--- config.mk ---
export PLATFORM = sky130hd
export DESIGN_NAME = dcache_frontend
export DESIGN_NICKNAME = d
export VERILOG_FILES = /design/src/hw/dcache_pkg.sv /design/src/hw/tag_fifo_if.sv /design/src/hw/index_extractor.sv /design/src/hw/tag_fifo.sv /design/src/hw/tag_checker.sv /design/src/hw/dcache_frontend.sv
export SDC_FILE = /design/constraint.sdc
export NUM_CORES = 1
export LEC_CHECK = 0
export ABC_AREA = 1
export BUFFER_PORTS_ARGS = -buffer_cell sky130_fd_sc_hd__buf_2
export CORE_MARGIN = 2
export CORE_UTILIZATION = 40
export DETAILED_ROUTE_END_ITERATION = 16
export MAX_ROUTING_LAYER = met4
export SLEW_MARGIN = 20
export SYNTH_ARGS = -nofsm -noshare
export SYNTH_HDL_FRONTEND = slang
export SYNTH_SLANG_ARGS = --single-unit
export TNS_END_PERCENT = 50
--- constraint.sdc ---
create_clock -name clk -period 6.7 [get_ports clk]
set_input_delay 0.67 -clock clk [delete_from_list [all_inputs] [get_ports clk]]
set_output_delay 0.67 -clock clk [all_outputs]
set_load 0.005 [all_outputs]
--- src/hw/dcache_pkg.sv ---
`default_nettype none

package dcache_pkg;

	localparam int ADDR_W   = 32;
	localparam int OFFSET_W = 6;   // 64-byte lines
	localparam int INDEX_W  = 10;
	localparam int TAG_W    = ADDR_W - INDEX_W - OFFSET_W;
	localparam int TID_W    = 10;
	localparam int ID_W     = 4;

	typedef logic [ADDR_W-1:0] addr_t;
	typedef logic [TAG_W-1:0]  tag_t;
	typedef logic [TID_W-1:0]  tid_t;
	typedef logic [ID_W-1:0]   axid_t;
	typedef logic [7:0]        axlen_t;

	// one queued tag lookup, 43 bits
	typedef struct packed {
		logic  write;
		tid_t  tid;
		addr_t addr;
	} tag_entry_t;

	// stored tag word as returned by the memory controller
	typedef struct packed {
		logic valid;
		tag_t tag;
	} tag_word_t;

	typedef enum logic [1:0] {IDLE, RD_REQ, WR_REQ, PUSH} ix_state_e;

	function automatic tag_t tag_of(addr_t a);
		return a[ADDR_W-1 -: TAG_W];
	endfunction

	// keep only the index bits, tag and offset go to zero
	function automatic addr_t set_addr(addr_t a);
		addr_t s;
		s = '0;
		s[OFFSET_W +: INDEX_W] = a[OFFSET_W +: INDEX_W];
		return s;
	endfunction

endpackage

`default_nettype wire

--- src/hw/tag_fifo_if.sv ---
`timescale 1ns/1ps
`default_nettype none

interface tag_push_if
	import dcache_pkg::*;
();
	logic  wren;   // one strobe per entry
	logic  write;
	tid_t  tid;
	addr_t addr;
	logic  afull;

	modport producer (output wren, write, tid, addr, input afull);
	modport fifo     (input wren, write, tid, addr, output afull);
endinterface

interface tag_pop_if
	import dcache_pkg::*;
();
	logic  rd_en;
	logic  write;  // head entry, valid while empty is low
	tid_t  tid;
	addr_t addr;
	logic  empty;

	modport consumer (output rd_en, input write, tid, addr, empty);
	modport fifo     (input rd_en, output write, tid, addr, empty);
endinterface

`default_nettype wire

--- src/hw/index_extractor.sv ---
`timescale 1ns/1ps
`default_nettype none

module index_extractor
	import dcache_pkg::*;
(
	input  logic   clk,
	input  logic   rst_n,

	input  axid_t  ar_id_i,
	input  addr_t  ar_addr_i,
	input  axlen_t ar_len_i,
	input  logic   ar_valid_i,
	output logic   ar_ready_o,

	input  axid_t  aw_id_i,
	input  addr_t  aw_addr_i,
	input  axlen_t aw_len_i,
	input  logic   aw_valid_i,
	output logic   aw_ready_o,

	output axid_t  mem_arid_o,
	output addr_t  mem_araddr_o,
	output axlen_t mem_arlen_o,
	output logic   mem_arvalid_o,
	input  logic   mem_arready_i,

	tag_push_if.producer push
);

	ix_state_e  state;
	ix_state_e  state_n;
	logic       rdy_en;    // low through reset, readies stay off
	logic       wr_prio;   // write wins the next tie
	logic       can_take;
	logic       rd_take;
	logic       wr_take;
	tid_t       tid_cnt;
	tag_entry_t entry;
	axid_t      id_q;
	axlen_t     len_q;

	assign can_take = (state == IDLE) && rdy_en && !push.afull;

	// a ready only drops for the channel that loses a tie
	assign ar_ready_o = can_take && (!aw_valid_i || !wr_prio);
	assign aw_ready_o = can_take && (!ar_valid_i || wr_prio);

	assign rd_take = ar_valid_i && ar_ready_o;
	assign wr_take = aw_valid_i && aw_ready_o;

	always_comb begin
		state_n = state;
		case (state)
			IDLE: begin
				if (rd_take)
					state_n = RD_REQ;
				else if (wr_take)
					state_n = WR_REQ;
			end
			RD_REQ, WR_REQ: begin
				if (mem_arready_i)
					state_n = PUSH;   // tag read handed off
			end
			PUSH:    state_n = IDLE;
			default: state_n = IDLE;
		endcase
	end

	always_ff @(posedge clk) begin
		if (!rst_n) begin
			state   <= IDLE;
			rdy_en  <= 1'b0;
			wr_prio <= 1'b0;   // read goes first after reset
			tid_cnt <= tid_t'(1);
		end else begin
			state  <= state_n;
			rdy_en <= 1'b1;
			if (rd_take)
				wr_prio <= 1'b1;
			else if (wr_take)
				wr_prio <= 1'b0;
			if (rd_take || wr_take)
				tid_cnt <= tid_cnt + 1'b1;
		end
	end

	always_ff @(posedge clk) begin
		if (rd_take) begin
			entry.write <= 1'b0;
			entry.tid   <= tid_cnt;
			entry.addr  <= ar_addr_i;
			id_q        <= ar_id_i;
			len_q       <= ar_len_i;
		end else if (wr_take) begin
			entry.write <= 1'b1;
			entry.tid   <= tid_cnt;
			entry.addr  <= aw_addr_i;   // write side looks up its own set
			id_q        <= aw_id_i;
			len_q       <= aw_len_i;
		end
	end

	assign mem_arvalid_o = (state == RD_REQ) || (state == WR_REQ);
	assign mem_araddr_o  = set_addr(entry.addr);
	assign mem_arid_o    = id_q;
	assign mem_arlen_o   = len_q;

	assign push.wren  = (state == PUSH);
	assign push.write = entry.write;
	assign push.tid   = entry.tid;
	assign push.addr  = entry.addr;

	// afull was low at acceptance, nothing else pushes before our strobe
	a_push_not_afull: assert property (@(posedge clk) disable iff (!rst_n)
		push.wren |-> !push.afull)
		else $error("tag push while FIFO almost full");

	a_arvalid_hold: assert property (@(posedge clk) disable iff (!rst_n)
		mem_arvalid_o && !mem_arready_i |=> mem_arvalid_o && $stable(mem_araddr_o))
		else $error("mem_arvalid_o dropped before mem_arready_i");

endmodule

`default_nettype wire

--- src/hw/tag_fifo.sv ---
`timescale 1ns/1ps
`default_nettype none

module tag_fifo
	import dcache_pkg::*;
#(
	parameter int FIFO_DEPTH  = 8,
	parameter int AFULL_LEVEL = FIFO_DEPTH - 1
) (
	input  logic clk,
	input  logic rst_n,
	tag_push_if.fifo push,
	tag_pop_if.fifo  pop
);

	localparam int PTR_W = (FIFO_DEPTH > 1) ? $clog2(FIFO_DEPTH) : 1;
	localparam int CNT_W = $clog2(FIFO_DEPTH + 1);

	tag_entry_t       entries [FIFO_DEPTH];
	tag_entry_t       head;
	logic [PTR_W-1:0] wr_ptr;
	logic [PTR_W-1:0] rd_ptr;
	logic [CNT_W-1:0] count;
	logic             full;

	// wraps at FIFO_DEPTH, depth need not be a power of two
	function automatic logic [PTR_W-1:0] ptr_inc(logic [PTR_W-1:0] p);
		if (p == PTR_W'(FIFO_DEPTH - 1))
			return '0;
		return p + 1'b1;
	endfunction

	always_ff @(posedge clk) begin
		if (push.wren)
			entries[wr_ptr] <= '{write: push.write, tid: push.tid, addr: push.addr};
	end

	always_ff @(posedge clk) begin
		if (!rst_n) begin
			wr_ptr <= '0;
			rd_ptr <= '0;
			count  <= '0;
		end else begin
			if (push.wren)
				wr_ptr <= ptr_inc(wr_ptr);
			if (pop.rd_en)
				rd_ptr <= ptr_inc(rd_ptr);
			case ({push.wren, pop.rd_en})
				2'b10:   count <= count + 1'b1;
				2'b01:   count <= count - 1'b1;
				default: count <= count;   // none, or push and pop together
			endcase
		end
	end

	assign head      = entries[rd_ptr];   // fall-through head
	assign pop.write = head.write;
	assign pop.tid   = head.tid;
	assign pop.addr  = head.addr;

	assign pop.empty  = (count == '0);
	assign full       = (count == CNT_W'(FIFO_DEPTH));
	assign push.afull = (count >= CNT_W'(AFULL_LEVEL));

	a_no_overflow: assert property (@(posedge clk) disable iff (!rst_n)
		push.wren |-> !full)
		else $error("tag FIFO overflow");

	a_no_underflow: assert property (@(posedge clk) disable iff (!rst_n)
		pop.rd_en |-> !pop.empty)
		else $error("tag FIFO underflow");

endmodule

`default_nettype wire

--- src/hw/tag_checker.sv ---
`timescale 1ns/1ps
`default_nettype none

module tag_checker
	import dcache_pkg::*;
(
	input  logic      clk,
	input  logic      rst_n,

	input  logic      mem_rvalid_i,
	input  tag_word_t mem_rdata_i,

	tag_pop_if.consumer pop,

	output logic      result_valid_o,
	output logic      result_hit_o,
	output logic      result_write_o,
	output tid_t      result_tid_o,
	output addr_t     result_addr_o
);

	tag_t head_tag;
	logic tag_match;
	logic hit;

	// responses come back in request order, so the head is always the owner
	assign pop.rd_en = mem_rvalid_i && !pop.empty;

	assign head_tag  = tag_of(pop.addr);
	assign tag_match = (head_tag == mem_rdata_i.tag);
	assign hit       = mem_rdata_i.valid && tag_match;   // invalid line never hits

	always_ff @(posedge clk) begin
		if (!rst_n)
			result_valid_o <= 1'b0;
		else
			result_valid_o <= pop.rd_en;   // single cycle strobe
	end

	always_ff @(posedge clk) begin
		if (pop.rd_en) begin
			result_hit_o   <= hit;
			result_write_o <= pop.write;
			result_tid_o   <= pop.tid;
			result_addr_o  <= pop.addr;
		end
	end

	// a response without a queued lookup means the request path lost an entry
	a_resp_has_entry: assert property (@(posedge clk) disable iff (!rst_n)
		mem_rvalid_i |-> !pop.empty)
		else $error("tag response with empty tag FIFO");

endmodule

`default_nettype wire

--- src/hw/dcache_frontend.sv ---
`timescale 1ns/1ps
`default_nettype none

module dcache_frontend
	import dcache_pkg::*;
#(
	parameter int FIFO_DEPTH  = 8,
	parameter int AFULL_LEVEL = FIFO_DEPTH - 1
) (
	input  logic      clk,
	input  logic      rst_n,

	input  axid_t     ar_id_i,
	input  addr_t     ar_addr_i,
	input  axlen_t    ar_len_i,
	input  logic      ar_valid_i,
	output logic      ar_ready_o,

	input  axid_t     aw_id_i,
	input  addr_t     aw_addr_i,
	input  axlen_t    aw_len_i,
	input  logic      aw_valid_i,
	output logic      aw_ready_o,

	output axid_t     mem_arid_o,
	output addr_t     mem_araddr_o,
	output axlen_t    mem_arlen_o,
	output logic      mem_arvalid_o,
	input  logic      mem_arready_i,

	input  logic      mem_rvalid_i,
	input  tag_word_t mem_rdata_i,

	output logic      result_valid_o,
	output logic      result_hit_o,
	output logic      result_write_o,
	output tid_t      result_tid_o,
	output addr_t     result_addr_o
);

	tag_push_if u_push ();
	tag_pop_if  u_pop ();

	index_extractor i_index_extractor (
		.clk           (clk),
		.rst_n         (rst_n),
		.ar_id_i       (ar_id_i),
		.ar_addr_i     (ar_addr_i),
		.ar_len_i      (ar_len_i),
		.ar_valid_i    (ar_valid_i),
		.ar_ready_o    (ar_ready_o),
		.aw_id_i       (aw_id_i),
		.aw_addr_i     (aw_addr_i),
		.aw_len_i      (aw_len_i),
		.aw_valid_i    (aw_valid_i),
		.aw_ready_o    (aw_ready_o),
		.mem_arid_o    (mem_arid_o),
		.mem_araddr_o  (mem_araddr_o),
		.mem_arlen_o   (mem_arlen_o),
		.mem_arvalid_o (mem_arvalid_o),
		.mem_arready_i (mem_arready_i),
		.push          (u_push.producer)
	);

	tag_fifo #(
		.FIFO_DEPTH  (FIFO_DEPTH),
		.AFULL_LEVEL (AFULL_LEVEL)
	) i_tag_fifo (
		.clk   (clk),
		.rst_n (rst_n),
		.push  (u_push.fifo),
		.pop   (u_pop.fifo)
	);

	tag_checker i_tag_checker (
		.clk            (clk),
		.rst_n          (rst_n),
		.mem_rvalid_i   (mem_rvalid_i),
		.mem_rdata_i    (mem_rdata_i),
		.pop            (u_pop.consumer),
		.result_valid_o (result_valid_o),
		.result_hit_o   (result_hit_o),
		.result_write_o (result_write_o),
		.result_tid_o   (result_tid_o),
		.result_addr_o  (result_addr_o)
	);

endmodule

`default_nettype wire

==> flow_summary.yaml, run 1 <==
outcome:
  status: "finished clean"
sta:
  maxSlewViolCount: 0
  maxSlewHeadroom: 0.313
  fin_skew_ns: 0.0166
  post-route-min-period_ns: 3.76
  tightest_slew_ns: 1.03
  max_freq_mhz: 266
  hold_viol_final: 0
  rsz0062_at_grt: "false"
  setup_violations: 0
  post-route-period-util: 0.561
  fin_tns_setup_ns: 0
power_and_ir_drop:
  finalPower_w: 0.00822
  p_leak_nw: 8.32
  ir_drop_mv: 0.173
  power.density_nw_per_um2: 375
placement:
  dp_hpwl_mm: 22.8
  io_buffers: 180
  place_congestion: 0.761
  post_dp_cell_area_um2: 20400
worst_hold_path:
  worstHoldPathCells: 3
  min-delay-start: "ar_addr_i[8]"
  whs_endpoint: "i_index_extractor.push.addr[8]"
  hp-class: "input port to flop"
grt:
  grt_pass1_wl_mm: 66.0
  antenna_found_initial: 1
  grt-busiest-layer: "met2"
  use_met2: 0.287
  grt_overflow: 0
  grt_util_met3: 0.0312
  met1_usage: 0.231
  grt_max_degree: 89
  grt_pass1_vias: 11800
  grtUsageTotal: 0.177
cts:
  cts_setup_buffers: 0
  cts.sinks: 471
  cts_buffer_depth: 3
  clk-insertion-delay-late_ns: 0.58
  cts_root_buffer: "clkbuf_16"
  cts_inserted_buffers: 48
  cts_tree: "built"
  ctsHoldBuffers: 0
  clkTransAtPathRegs_ns: 0.06
  cts_resized: 0
  htree_levels: 2
logic_synthesis:
  synth_edf_count: 442
  avgSynthCellArea_um2: 11.8
  async_flop_share: 0
  synth_area_leaders: "edfxtp_1 69%, nand2_1 6.2%, nor2_1 5.3%"
  synth_ff_type: "edfxtp_1"
  ys_seq_area_frac: 0.725
  synth_top_area_frac: 0.694
  yosysTopAreaCell: "edfxtp_1"
  syn-cell-area_um2: 19100
  yosys_register_bits: 471
  ys_warn_count: 0
  ys_types: 35
  syn-instance-count: 1626
route:
  wl_per_cell_um: 17.6
  viasPerCell: 4.96
  drc_errors: 0
  wl_mm: 42.9
  vias: 12100
  first_pass_iters: 5
  ant_nets: 0
  drt_iter0_drc: 820
finish:
  area_growth_syn_to_layout_pct: 14.5
  final_nets: 1906
  layout-drive-gt1-share: 0.159
  finalInstanceArea_um2: 21900
  postLayoutCoreUtil: 0.462
setup_path:
  cp.required_ns: 7.16
  start_kind: "flop"
  criticalPathCategory: "flop to flop"
  crit_fanout: 67
  r2r_cells: 10
  path_cells: "inv_1 -> ha_1 -> nand3_1 -> a31oi_1 -> nand3_2 -> buf_4 -> nand2_4 -> inv_1 -> nor3_1 -> nor3_1"
  critPathMaxStageDelay_ns: 0.79
  regToRegSetupSlack_ns: 2.94
  worstReg2RegStart: "i_index_extractor.state[0]"
  crit_slowest_cell: "nand2_4"
  cp_data_arrival_time_ns: 4.22
  crit-reg2reg-capture: "i_index_extractor.tid_cnt[2]"
  end_kind: "flop"
floorplanning:
  die_h_um: 223
  die_area_um2: 49600
  core_um2: 47400
  initial_core_util: 0.403
  ioPinCount: 203
  fp.dieW_um: 223
  rows: 80
run:
  cap_violations: 0
-- worst max path at each step --
stage	start	endpoint	cells after the start
floorplan	i_index_extractor.state[0]	i_tag_fifo.entries[0][0]	4
global placement	i_index_extractor.state[0]	i_index_extractor.tid_cnt[1]	10
detailed placement	i_index_extractor.state[0]	i_index_extractor.tid_cnt[2]	10
CTS	i_index_extractor.state[0]	i_index_extractor.tid_cnt[2]	10
global route	i_index_extractor.state[1]	i_index_extractor.state[0]	11
finish	i_index_extractor.state[0]	i_index_extractor.tid_cnt[2]	10
-- flip-flops by register name, indices dropped and copies added, names as in the netlist, 4 cells and up, named ones only --
register and flops:
i_index_extractor.push.addr 32, i_tag_checker.result_addr_o 32, i_tag_fifo.count 4, i_index_extractor.push.tid 10, i_index_extractor.mem_arlen_o 8, i_tag_fifo.entries 344, i_index_extractor.mem_arid_o 4, i_tag_checker.result_tid_o 10
i_index_extractor.tid_cnt 10
-- Yosys cell counts (all sizes together), types with 2 or more instances --
master    n
o211ai    3
a31oi    28
xnor2     3
o22ai    27
edfxtp  442
buf      94
nor2    270
dfxtp    29
nand2   319
ha       11
o21ai   149
nand3    72
o21a      2
a21oi    20
nor4      2
nand3b    5
nor3      8
clkbuf   15
inv     116
xor2      4
-- cell usage in the layout (no fill, tap or decap), types with 10 or more instances in the layout --
master,n
inv_1,109
clkbuf_1,10
conb_1,22
a21oi_1,20
a31oi_1,28
buf_2,180
o21ai_1,20
clkinv_1,11
ha_1,11
nand3_1,71
nand2_1,318
nor2_1,262
dfxtp_1,27
clkbuf_16,48
o22ai_1,27
o21ai_0,129
buf_4,16
edfxtp_1,442
-- power breakdown --
| part | switching, W | internal [W] |
|---|---|---|
| Clock | 0.00113 | 0.00144 |
| Sequential | 0.000225 | 0.00370 |
| Combinational | 0.00119 | 0.000529 |
| Total | 0.00254 | 0.00568 |
-- cells by family after synthesis --
family                     Yosys count  share of synthesized area
xor gates and xnor gates             7                    0.00321
and+or+nand+nor                    678                      0.140
DFF                                471                      0.725
buffers and inverters              226                     0.0584
other                                1                   0.000196
adders and majority gates           11                    0.00720
AOI/OAI and AO/OA                  232                     0.0663
-- stage by stage --
step / hold WS, ns / instances / setup WS, ns
floorplan: 0.430 / 1647 / 3.55
global placement: 0.455 / 2349 / 3.05
detailed placement: 0.465 / 2349 / 2.91
CTS: 0.317 / 2438 / 2.89
global route: 0.320 / 2439 / 2.56
finish: 0.350 / 2439 / 2.94
-- worst max-delay path: cells and delay by family (launching register included) --
family | cells | cell delay, ns
compound gates | 1 | 0.36
fa+ha+maj | 1 | 0.18
buf+inv | 3 | 0.90
flops | 1 | 0.31
simple gates | 5 | 1.86
-- layout make-up --
class | count | area, um^2
clock buffer | 58 | 1240
tap | 615 | 769
antenna | 1 | 2.50
inverter | 117 | 442
timing repair buffer | 196 | 1020
multi-input combinational | 950 | 4300
fill | 4307 | 25500
sequential | 471 | 13900
clock inverter | 31 | 269
-- routing by layer --
metal / wire (um) / vias to the layer above
met2: 20700 / 292
met5: 0 / -
met1: 19400 / 5895
met3: 1980 / 55
met4: 818 / 0
li1: - / 5849
No activity file was read; power rests on OpenSTA's default activity.
==> run 2: changes to the inputs <==
Clock period 6.7 ns to 3 ns, I/O delays scaled along.
==> run 2 against run 1 <==
Net effect: register-to-register slack lost 2.6 ns; critical path depth is the same; worst setup slack lost 2.6 ns; worst hold slack lost 0.30 ns; sequential power grew 120%; routed wire length grew 1.5%; sequential share of layout area shrank 3.4 points; fmax grew 41%; total power grew 130%; clock power grew 140%.
==> flow_summary.yaml, run 2 (synthesis gave the netlist of run 1 again) <==
setup_path:
  cp_data_arrival_time_ns: 3.11
  worstReg2RegStart: "i_index_extractor.state[1]"
  regToRegSetupSlack_ns: 0.34
  endpoint: "i_index_extractor.push.addr[7]"
  critPathMaxStageDelay_ns: 0.56
  criticalPathCategory: "flop to flop"
  startpoint: "i_index_extractor.state[1]"
  cp.required_ns: 3.45
  crit_path_frequent_cell: "nand2_1"
  start_kind: "flop"
  crit_slowest_cell: "dlygate4sd3_1"
  end_kind: "flop"
  r2r_cells: 10
  crit_fanout: 26
  path_cells: "inv_1 -> ha_1 -> nand3_1 -> a31oi_1 -> nand3_2 -> clkinv_2 -> buf_12 -> nand2_1 -> nand2_1 -> dlygate4sd3_1"
  crit-reg2reg-capture: "i_index_extractor.push.addr[7]"
placement:
  dpl_worst_slack_ns: 0.759
  dp_hpwl_mm: 23.5
  io_buffers: 180
  place_congestion: 0.768
  post-place-cells: 2357
finish:
  layout-drive-gt1-share: 0.157
  final_nets: 1998
  diodes: 0
  reg_top3: "i_tag_fifo.entries x344, i_index_extractor.push.addr x32, i_tag_checker.result_addr_o x32"
  n_fill_cell: 4231
  final_common_cell: "edfxtp_1"
  fin_cells: 2529
  top_register: "i_tag_fifo.entries"
  area_growth_syn_to_layout_pct: 20.9
  multi_input_area_um2: 4300
  register_area_um2: 13900
  largest_register_ffs: 344
  mostFrequentLayoutCells: "442 x edfxtp_1, 318 x nand2_1, 262 x nor2_1"
grt:
  grt_overflow: 0
  grtUsageTotal: 0.183
  grt_pass1_wl_mm: 68.6
  antenna_found_initial: 1
  grt_max_degree: 177
  grt_pass1_vias: 12600
sta:
  rsz0062_at_grt: "false"
  fin_skew_ns: 0.0187
  post-route-period-util: 0.887
  hold_viol_final: 0
  post-route-min-period_ns: 2.66
  maxSlewHeadroom: 0.405
  maxSlewViolCount: 0
  max_freq_mhz: 376
  setup_violations: 0
  tightest_slew_ns: 0.892
  fin_ws_ns: 0.340
floorplanning:
  fp.dieW_um: 223
  core_um2: 47400
  die_h_um: 223
  ioPinCount: 203
  rows: 80
  die_area_um2: 49600
  initial_core_util: 0.403
cts:
  cts_tree: "built"
  cts_inserted_buffers: 50
  cts_buffer_depth: 3
  clk-insertion-delay-late_ns: 0.59
  htree_levels: 2
  cts.sinks: 471
  clkTransAtPathRegs_ns: 0.06
  cts_root_buffer: "clkbuf_16"
power_and_ir_drop:
  power.density_nw_per_um2: 827
  ir_drop_mv: 0.749
  p_leak_nw: 8.84
route:
  viasPerCell: 4.93
  ant_nets: 0
  drt_iter0_drc: 831
  first_pass_iters: 5
  wl_mm: 43.5
  drc_errors: 0
  vias: 12500
  wl_per_cell_um: 17.2
outcome:
  status: "finished clean"
run:
  cap_violations: 0
worst_hold_path:
  hp-class: "input port to flop"
run 2: cell count changes in the layout (fill, tap and decap cells not counted), moves of 2 or more:
cell           delta
dlygate4sd3_1    +82
clkinv_1          -6
buf_4             -9
buf_12           +17
clkbuf_8          +4
clkinvlp_4        -4
clkbuf_16         +3
inv_6             -2
clkbuf_1          +4
clkinv_4          +2
bufinv_16         +2
run 2: layer usage:
metal,vias up,global-route usage,routed length (um)
met5,-,-,0
met4,0,0.0530,907
met3,63,0.0294,2030
met2,318,0.303,21000
met1,6063,0.233,19600
li1,6028,-,-
run 2: what timing repair did:
action	CTS	global route
buffers inserted	0	0
hold buffers	82	0
endpoints found under the setup margin	0	4
gates resized for setup	0	1
endpoints found under the hold margin	42	0
run 2: worst max-delay path, delay by kind of cell (launching register included):
kind,cells,cell delay (ns)
DFF,1,0.31
AOI/OAI and AO/OA,1,0.34
and+or+nand+nor,4,0.43
buffers and inverters,4,1.25
adders and majority gates,1,0.17
run 2: worst min path at each step:
| stage | slack, ns | cells after the start | end | start |
|---|---|---|---|---|
| after CTS | 0.004 | 3 | i_index_extractor.push.addr[29] | aw_addr_i[29] |
| final | 0.05 | 3 | i_index_extractor.push.addr[18] | ar_addr_i[18] |
| after floorplan | 0.33 | 0 | i_index_extractor.rdy_en | rst_n |
| after global placement | 0.45 | 0 | i_index_extractor.push.tid[1] | i_index_extractor.tid_cnt[1] |
| after detailed placement | 0.46 | 0 | i_index_extractor.push.tid[1] | i_index_extractor.tid_cnt[1] |
| after global routing | 0.03 | 3 | i_index_extractor.push.addr[24] | aw_addr_i[24] |
run 2: layout make-up:
| type | instances | area share |
|---|---|---|
| Clock buffer | 69 | 0.0598 |
| Clock inverter | 21 | 0.0111 |
| Inverter | 117 | 0.0192 |
| Multi-Input combinational cell | 950 | 0.186 |
| Sequential cell | 471 | 0.599 |
| Tap cell | 615 | 0.0333 |
| Timing Repair Buffer | 286 | 0.0914 |
run 2: metrics by stage:
step / util / hold WS (ns) / cell area, um^2 / TNS (ns) / power (W)
detailed placement: 0.435 / 0.463 / 20700 / 0 / 0.0129
finish: 0.487 / 0.0468 / 23100 / 0 / 0.0191
CTS: 0.487 / 0.00350 / 23100 / 0 / 0.0193
floorplan: - / 0.328 / 19200 / -25.72 / 0.0115
global placement: 0.435 / 0.452 / 20700 / 0 / 0.0129
global route: 0.487 / 0.0252 / 23100 / 0 / 0.0201
run 2: power breakdown:
group          internal, W  switching, W  total (W)
clock              0.00366       0.00248    0.00614
sequential         0.00827      0.000443    0.00871
combinational      0.00149       0.00279    0.00428
==> run 3: changes to the inputs <==
--- a/config.mk
+++ b/config.mk
@@ -12,4 +12,5 @@
 export DETAILED_ROUTE_END_ITERATION = 16
 export MAX_ROUTING_LAYER = met4
+export REMOVE_ABC_BUFFERS = 1
 export SLEW_MARGIN = 20
 export SYNTH_ARGS = -nofsm -noshare
==> constraint.sdc (replaced) <==
create_clock -name clk -period 3 [get_ports clk]
set_input_delay 0.3 -clock clk [delete_from_list [all_inputs] [get_ports clk]]
set_output_delay 0.3 -clock clk [all_outputs]
set_load 0.01 [all_outputs]
==> run 3 against run 2 <==
Net effect: combinational power about the same; sequential cell count unchanged; die area unchanged; critical path type unchanged; critical endpoint is now i_index_extractor.mem_arlen_o[1].
==> flow_summary.yaml, run 3 (synthesis gave the netlist of run 1 again) <==
finish:
  final_nets: 1987
  multi_input_area_um2: 4300
  largest_register_ffs: 344
  reg_top3: "i_tag_fifo.entries x344, i_index_extractor.push.addr x32, i_tag_checker.result_addr_o x32"
  mostFrequentLayoutCells: "442 x edfxtp_1, 318 x nand2_1, 262 x nor2_1"
  top_register: "i_tag_fifo.entries"
  final_common_cell: "edfxtp_1"
  diodes: 0
  n_fill_cell: 4251
  area_growth_syn_to_layout_pct: 19.7
  layout-drive-gt1-share: 0.159
  register_area_um2: 13900
floorplanning:
  initial_core_util: 0.403
  ioPinCount: 203
  rows: 80
  die_h_um: 223
  core_um2: 47400
  die_area_um2: 49600
  fp.dieW_um: 223
route:
  wl_per_cell_um: 17.4
  viasPerCell: 4.92
  drt_iter0_drc: 781
  ant_nets: 0
  drc_errors: 0
  first_pass_iters: 5
  vias: 12400
  wl_mm: 43.9
grt:
  grt_pass1_wl_mm: 67.6
  grt_overflow: 0
  antenna_found_initial: 1
  grt_pass1_vias: 12200
  grt_max_degree: 109
  grtUsageTotal: 0.182
cts:
  cts_resized: 0
  clk-insertion-delay-late_ns: 0.58
  clkTransAtPathRegs_ns: 0.06
  htree_levels: 2
  ctsHoldBuffers: 65
  cts_setup_buffers: 0
  cts_root_buffer: "clkbuf_16"
  cts_buffer_depth: 3
  cts.sinks: 471
  cts_inserted_buffers: 49
  cts_tree: "built"
sta:
  hold_viol_final: 0
  maxSlewViolCount: 0
  setup_violations: 0
  post-route-min-period_ns: 2.59
  max_freq_mhz: 386
  maxSlewHeadroom: 0.452
  fin_tns_setup_ns: 0
  post-route-period-util: 0.863
  rsz0062_at_grt: "false"
  fin_skew_ns: 0.0189
  tightest_slew_ns: 0.822
worst_hold_path:
  hp-class: "input port to flop"
  worstHoldPathCells: 3
placement:
  place_congestion: 0.769
  io_buffers: 180
  dp_hpwl_mm: 24.5
setup_path:
  cp.required_ns: 3.44
  r2r_cells: 10
  cp_data_arrival_time_ns: 3.02
  start_kind: "flop"
  end_kind: "flop"
  criticalPathCategory: "flop to flop"
  crit_fanout: 33
power_and_ir_drop:
  ir_drop_mv: 0.497
  p_leak_nw: 8.77
  power.density_nw_per_um2: 829
  finalPower_w: 0.0190
run:
  cap_violations: 0
outcome:
  status: "finished clean"
run 3: area by class of cell:
| cell class | count | share of cell area |
|---|---|---|
| clock inverters | 22 | 0.00935 |
| repair buffers | 276 | 0.0845 |
| well taps | 615 | 0.0336 |
| flip-flops and latches | 471 | 0.606 |
| clock buffers | 67 | 0.0592 |
| multi-input cells | 950 | 0.188 |
| inverters | 117 | 0.0194 |
run 3: power breakdown:
group | switching [W] | leakage [nW] | internal [W] | total [W]
registers | 0.000487 | 4.25 | 0.00827 | 0.00875
clock network | 0.00242 | 0.769 | 0.00349 | 0.00591
logic | 0.00284 | 3.75 | 0.00145 | 0.00429
total | 0.00574 | 8.77 | 0.0132 | 0.0190
run 3: routing by layer:
layer  global-route usage  vias up  share of wire
li1                     -     6017              -
met3               0.0308       63          0.051
met5                    -        -              0
met4               0.0515        0          0.018
met2                0.299      315           0.48
met1                0.233     5991           0.45
run 3: critical path, stage by stage, from the launching register on:
cell	delay [ns]
dfxtp_1	0.31
inv_1	0.09
ha_1	0.18
nand3_1	0.08
a31oi_1	0.36
nand3_2	0.23
inv_2	0.10
buf_4	0.34
nand2_1	0.11
nand2_1	0.08
dlygate4sd3_1	0.56
run 3: final timing paths:
| path | startpoint | endpoint | slack, ns |
|---|---|---|---|
| max reg2reg | i_index_extractor.state[1] | i_index_extractor.mem_arlen_o[1] | 0.41 |
| min | ar_addr_i[16] | i_index_extractor.push.addr[16] | 0.02 |
| max | i_index_extractor.state[1] | i_index_extractor.mem_arlen_o[1] | 0.41 |
| min reg2reg | i_index_extractor.tid_cnt[3] | i_index_extractor.push.tid[3] | 0.47 |
run 3: metrics by stage:
step	hold slack, ns	instances	util	area (um^2)	setup slack, ns
global placement	0.446	2364	0.435	20700	0.613
global route	0.0146	2518	0.482	22900	0.176
floorplan	0.328	1538	-	18500	-2.54
finish	0.0167	2518	0.482	22900	0.412
detailed placement	0.453	2364	0.435	20700	0.597
CTS	0.00267	2518	0.482	22900	0.427
